$ cat config.mk
export PLATFORM = sky130hd
export DESIGN_NAME = fetchStage
export DESIGN_NICKNAME = d
export VERILOG_FILES = /design/src/mipsPkg.sv /design/src/fetchStage.sv
export SDC_FILE = /design/constraint.sdc
export NUM_CORES = 2
export LEC_CHECK = 0
export ABC_CLOCK_PERIOD_IN_PS = 5000
export BUFFER_PORTS_ARGS = -buffer_cell sky130_fd_sc_hd__buf_2
export CAP_MARGIN = 20
export CORE_MARGIN = 2
export CORE_UTILIZATION = 50
export DETAILED_ROUTE_END_ITERATION = 8
export PLACE_DENSITY = 0.66
export SLEW_MARGIN = 20
export SYNTH_ARGS = -nofsm -noshare
export SYNTH_HDL_FRONTEND = slang
export SYNTH_SLANG_ARGS = --single-unit
export TNS_END_PERCENT = 10
$ cat constraint.sdc
create_clock -name i_clk -period 5 [get_ports i_clk]
set_input_delay 1 -clock i_clk [delete_from_list [all_inputs] [get_ports i_clk]]
set_output_delay 1 -clock i_clk [all_outputs]
set_load 0.1 [all_outputs]
$ cat src/mipsPkg.sv
package mipsPkg;

    //////////////////////////////
    // Widths
    //////////////////////////////
    localparam int XLEN       = 32;
    localparam int REG_ADDR_W = 5;

    typedef logic [XLEN-1:0]       word_t;
    typedef logic [REG_ADDR_W-1:0] regAddr_t;

    //////////////////////////////
    // Encodings
    //////////////////////////////
    // Standard MIPS opcode field values
    typedef enum logic [5:0] {
        opR    = 6'h00,
        opBeq  = 6'h04,
        opAddi = 6'h08,
        opSlti = 6'h0A,
        opAndi = 6'h0C,
        opOri  = 6'h0D,
        opLw   = 6'h23,
        opSw   = 6'h2B
    } opcode_e;

    // R-type funct field values
    typedef enum logic [5:0] {
        fnAdd = 6'h20,
        fnSub = 6'h22,
        fnAnd = 6'h24,
        fnOr  = 6'h25,
        fnXor = 6'h26,
        fnSlt = 6'h2A
    } funct_e;

    typedef enum logic [2:0] {
        aluAdd = 3'd0,
        aluSub = 3'd1,
        aluAnd = 3'd2,
        aluOr  = 3'd3,
        aluXor = 3'd4,
        aluSlt = 3'd5
    } aluOp_e;

    //////////////////////////////
    // Stage registers
    //////////////////////////////
    // All zero is a bubble
    typedef struct packed {
        logic   regWrite;
        logic   memToReg;
        logic   branch;
        logic   memRead;
        logic   memWrite;
        logic   aluSrc;
        logic   regDst;
        aluOp_e aluOp;
    } ctrl_t;

    typedef struct packed {
        word_t pc4;
        word_t instr;
        logic  valid;
    } ifId_t;

    typedef struct packed {
        word_t    pc4;
        word_t    rsData;
        word_t    rtData;
        word_t    imm;
        regAddr_t rt;
        regAddr_t rd;
        funct_e   funct;
        ctrl_t    ctrl;
    } idEx_t;

    typedef struct packed {
        word_t    branchTarget;
        word_t    aluResult;
        word_t    storeData;
        logic     zero;
        regAddr_t destReg;
        ctrl_t    ctrl;
    } exMem_t;

    typedef struct packed {
        word_t    aluResult;
        word_t    memData;
        regAddr_t destReg;
        ctrl_t    ctrl;
    } memWb_t;

    // Retiring write, also drives the register file
    typedef struct packed {
        logic     valid;
        regAddr_t destReg;
        word_t    data;
    } wb_t;

    // Addr is a word index into instruction memory
    typedef struct packed {
        word_t addr;
        word_t data;
    } imemLoad_t;

endpackage
$ cat src/fetchStage.sv
`timescale 1ns/1ps

module fetchStage
    import mipsPkg::*;
#(
    parameter int IMEM_WORDS = 64
) (
    input  logic      i_clk,
    input  logic      i_arstN,
    input  logic      i_run,
    input  imemLoad_t i_load,
    input  logic      i_loadValid,
    output logic      o_loadReady,
    input  logic      i_redirectValid,
    input  word_t     i_redirectPc,
    output ifId_t     o_ifId
);

    localparam int IMEM_AW = $clog2(IMEM_WORDS);

    word_t pc;
    word_t pcPlus4;
    word_t nextPc;
    word_t fetchedInstr;
    word_t imem [0:IMEM_WORDS-1];

    //////////////////////////////
    // Instruction memory
    //////////////////////////////
    // Loading only while the core is stopped
    assign o_loadReady = !i_run;

    always_ff @(posedge i_clk) begin
        if (i_loadValid && o_loadReady) begin
            imem[i_load.addr[IMEM_AW-1:0]] <= i_load.data;
        end
    end

    // Combinational read from the registered PC
    assign fetchedInstr = imem[pc[IMEM_AW+1:2]];

    //////////////////////////////
    // Program counter
    //////////////////////////////
    assign pcPlus4 = pc + word_t'(4);

    // Taken beq from the memory stage wins
    assign nextPc = i_redirectValid ? i_redirectPc : pcPlus4;

    always_ff @(posedge i_clk or negedge i_arstN) begin
        if (!i_arstN) begin
            pc <= '0;
        end else if (!i_run) begin
            pc <= '0;
        end else begin
            pc <= nextPc;
        end
    end

    //////////////////////////////
    // IF/ID register
    //////////////////////////////
    always_ff @(posedge i_clk or negedge i_arstN) begin
        if (!i_arstN) begin
            o_ifId <= '0;
        end else if (!i_run) begin
            o_ifId <= '0;
        end else begin
            o_ifId.pc4   <= pcPlus4;
            o_ifId.instr <= fetchedInstr;
            o_ifId.valid <= 1'b1;
        end
    end

endmodule

==> Word level (Yosys, flattened, before mapping) <==
Memory sizes are Yosys's and may differ from the RTL's.
Index checks and enable logic that the tools add are counted.
{ "classes": {"add_sub_neg": 1, "n_mux": 5, "reduce_logical": 2} }
{ "op_table": {"columns": ["operator", "n"], "rows": [
  ["two-way mux 65 bit", 1],
  ["two-way mux 32 bit", 2],
  ["adder 32 x 3 -> 32 bit, second input constant", 1],
  ["two-way mux 1 bit", 2],
  ["logical AND 1 bit", 1],
  ["logical NOT 1 bit", 1]
]} }
{ "word_totals": {"register_bits": 97, "ram_bits": 2048, "in_bits": 101, "output_inout_bits": 66, "wordCells": 13, "n_memories": 1} }
{ "mem_list": {"columns": ["name", "depth", "width", "read_ports", "rd_clocked_by_memory_dff", "write_ports", "line_no", "rtl"], "rows": [
  ["imem", 64, 32, 1, 0, 1, "fetchStage.sv:25", "word_t imem [0:IMEM_WORDS-1];"]
]} }

==> Depth between registers and ports, before layout <==
{ "depth": {"depth_word": 4, "ltp_mapped": 11} }

==> Worst setup path before layout <==
OpenSTA, ideal clock, no wires.
{ "synth_path": {"path_kind": "input port to flip-flop", "startpoint": "input port i_load[36] (netlist name)", "endpoint": "memory imem[16][0] (netlist name), enable pin", "setup_time_ns": 0.421, "t_arrival_ns": 3.189, "required_time_ns": 4.579, "path_slack_ns": 1.390, "stages": 4, "path_cell_list": "clkbuf_1 or3b_2 clkbuf_1 nor2_1"} }
{ "synth_rtl": {"columns": ["element", "line_no", "rtl"], "rows": [
  ["start: declaration", "fetchStage.sv:11", "input imemLoad_t i_load,"],
  ["end: declaration", "fetchStage.sv:25", null]
]} }
No word-level cell before the write port.

==> Worst setup path in the final report <==
{ "layout_path": {"startpoint": "register pc[4]", "endpoint": "register o_ifId[5] (netlist name)"} }
{ "layout_between": {"elab_chain_cells": 2} }
{ "layout_rtl": {"columns": ["element", "line_no", "rtl"], "rows": [
  ["start: declaration", "fetchStage.sv:21", "word_t pc;"],
  ["start signal: assignment", "fetchStage.sv:56", "pc <= nextPc;"],
  ["memory (64 x 32 bit)", null, null],
  ["two-way mux 65 bit", "fetchStage.sv:66", "end else if (!i_run) begin"],
  ["end: declaration", "fetchStage.sv:16", "output ifId_t o_ifId"]
]} }
No other way between the ends.

==> impl_metrics.toml <==
[outcome]
status = "finished, final reports clean"

[floorplan]
io_pins = 167
die_w_um = 410.0
dieArea_sq_um = 168100
placementRows = 148
start_util_pct = 50.51
fp.dieH_um = 410.0
coreArea_sq_um = 163100

[synthesis]
synth_ff_type = "edfxtp_1"
async_flop_share_pct = 4.522
yosysMostFrequentCell = "edfxtp_1"
synth_top_area_share_pct = 74.63
netlist_area_sq_um = 82400
syn_avg_cell_area_sq_um = 21.78
synth-edff-count = 2048
synthTopCellsByArea = "edfxtp_1 75%, mux4_2 12%, mux2i_1 3.1%"
synth_commonest_cells = "2048 x edfxtp_1, 448 x mux4_2, 253 x mux2i_1"
yosysWarnings = 0
syn_inst = 3783
synth-seq-cells = 2145
yosysTopAreaCell = "edfxtp_1"
synth_fp_nets = 3885
yosysSeqAreaShare_pct = 77.58
ys_types = 65

[critical_path]
critPathMaxStageDelay_ns = 0.70
worstPathRequired_ns = 5.70
crit_fanout = 27
critPathKind = "flop to flop"
worst_path_most_repeated_cell = "buf_4"
cp_slowest_cell = "dfrtp_4"
cp.buffers_inverters = 3
critical_path.startpoint_type = "flop"
critPathArrivalTime_ns = 4.33
crit_chain = "buf_4, nor2b_1, buf_4, a22oi_1, a21oi_1, a2111oi_1, buf_4, nor3_1"
cp_top_family = "simple AND/OR/NAND/NOR gates"
end_kind = "flop"

[clocking]
cts-resized-gates = 0
cts-root-buf = "clkbuf_16"
post-cts-setup-buffer-count = 0
clock-sinks = 2145
cts_tree = "yes"
cts.hold.buffers_added = 0
clk_pin_slew_ns = 0.06
clk_latency_ns = 0.85
cts_buffers = 207
h-tree-depth = 4
cts_buffer_depth = 3

[route]
vias = 40840
ant_nets = 0
vias_per_cell = 6.351
routed_wl_um = 211200
drt_iter0_drc = 6226
first_pass_iters = 6
drc = 0
wire_per_inst_um = 32.85

[global_routing]
grt_pass1_vias = 40320
grt_max_degree = 65
grt_usage_pct = 25.26
grt_pass1_wl_um = 299500
grt-ovfl-total = 0
antenna_found_initial = 18

[placed_design]
pre_cts_slack_ns = 1.267
place.gp.congestion = 0.7912
hpwl_um = 120000
io_buffers = 140

[sta]
setup_viol = 0
fin_skew_ns = 0.04392
tns_ns = 0
post-route-min-period_ns = 3.637
max_slew.worst_pin.slew_ns = 1.140
finalCritPeriodShare_pct = 72.75
hold_viol_final = 0
slew_viol_final = 0
rsz0062_at_grt = "no"
maxSlewHeadroom_pct = 23.02
setup_ws_ns = 1.363
max_freq_mhz = 274.9

[hold_path]
hp-class = "primary input to async pin"

[power]
ir_drop_v = 0.0003936
power.leakage_uw = 0.02983
powerDensity_nw_per_um2 = 406.7

[finish]
area_growth_pct = 13.34
fill_cells = 11750
nNetsFinal = 4182
drive_gt1_share_pct = 26.86
multiInputGateArea_sq_um = 17580
seq_area_sq_um = 63940

[flow_run]
maxCapViolCount = 0
## metrics by stage
step / total power (uW) / cells / hold WS (ns) / cell area (sq um) / util (%)
3_3_place_gp: 22980 / 6045 / 0.4683 / 86590 / 53.08
5_1_grt: 39010 / 6427 / 0.1245 / 93380 / 57.24
4_1_cts: 38180 / 6427 / 0.09675 / 93300 / 57.19
6_report: 37980 / 6431 / 0.1094 / 93390 / 57.25
3_5_place_dp: 23010 / 6046 / 0.4772 / 86620 / 53.10
2_1_floorplan: 21970 / 3783 / 0.4578 / 82400 / -
## worst reg2reg max path: stages, from the launching register on
cell and delay [ns]:
dfrtp_4 0.70, buf_4 0.45, nor2b_1 0.69, buf_4 0.40
a22oi_1 0.11, a21oi_1 0.47, a2111oi_1 0.14, buf_4 0.20
nor3_1 0.36
## per-layer routing
layer  track usage (%)  up-vias  part of all wire (%)
li1                  -    16460                     -
met1             36.86    21950                    40
met2             39.69     2119                    48
met3             4.923      299                   9.6
met4             6.174       10                   2.3
met5                 0        -                 0.033
## cell usage in the layout, fill, tap and decap left out, types with 28 or more instances in the layout
cell       Yosys  routed
nand2_1       76      74
o21ai_0       29      28
a22oi_1       95      95
nand3_1       54      54
dfrtp_1       97      91
a21oi_1       49      49
nor2_4         0      65
clkbuf_16      0     209
edfxtp_1    2048    2048
buf_4         16     156
nor2_1       113      48
clkbuf_1      81      64
clkinv_1       1      38
buf_2         50     113
mux4_2       448     448
mux2i_1      253     253
buf_12         4      33
o22ai_1       37      37
## power breakdown
group	switching, uW	internal [uW]	leakage [uW]
combinational	1800	918	0.00693
clock	6730	8610	0.00323
sequential	118	19800	0.0197
## final timing paths
path,start,end,slack [ns],cells after the start
setup / recovery,pc[4],o_ifId[5],1.36,8
hold / removal,i_arstN,o_ifId[23],0.11,1
setup reg to reg,pc[4],o_ifId[5],1.36,8
hold reg to reg,pc[0],o_ifId[33],0.49,1
max in group asynchronous,i_arstN,pc[3],3.86,2
min in group i_clk,i_redirectPc[15],pc[15],0.42,2
## cell families after synthesis
family,synth area share [%]
xor+xnor,0.2976
buf+inv,1.745
compound gates,2.824
mux,15.58
fa+ha+maj,0.01518
simple gates,1.965
flops,77.58
## registers in the layout, summed over array words and instances, names as in the netlist
| signal | count |
|---|---|
| imem | 2048 |
| o_ifId | 65 |
| pc | 32 |
## layout make-up
type | instances | area share (%)
clock buffers | 281 | 5.975
well taps | 2175 | 2.914
repair buffers | 303 | 2.579
clock inverters | 100 | 1.180
multi-input cells | 1413 | 18.83
flip-flops and latches | 2145 | 68.47
inverters | 10 | 0.04555
diodes | 4 | 0.01072
Note: power is estimated with default switching activity, not from simulation.
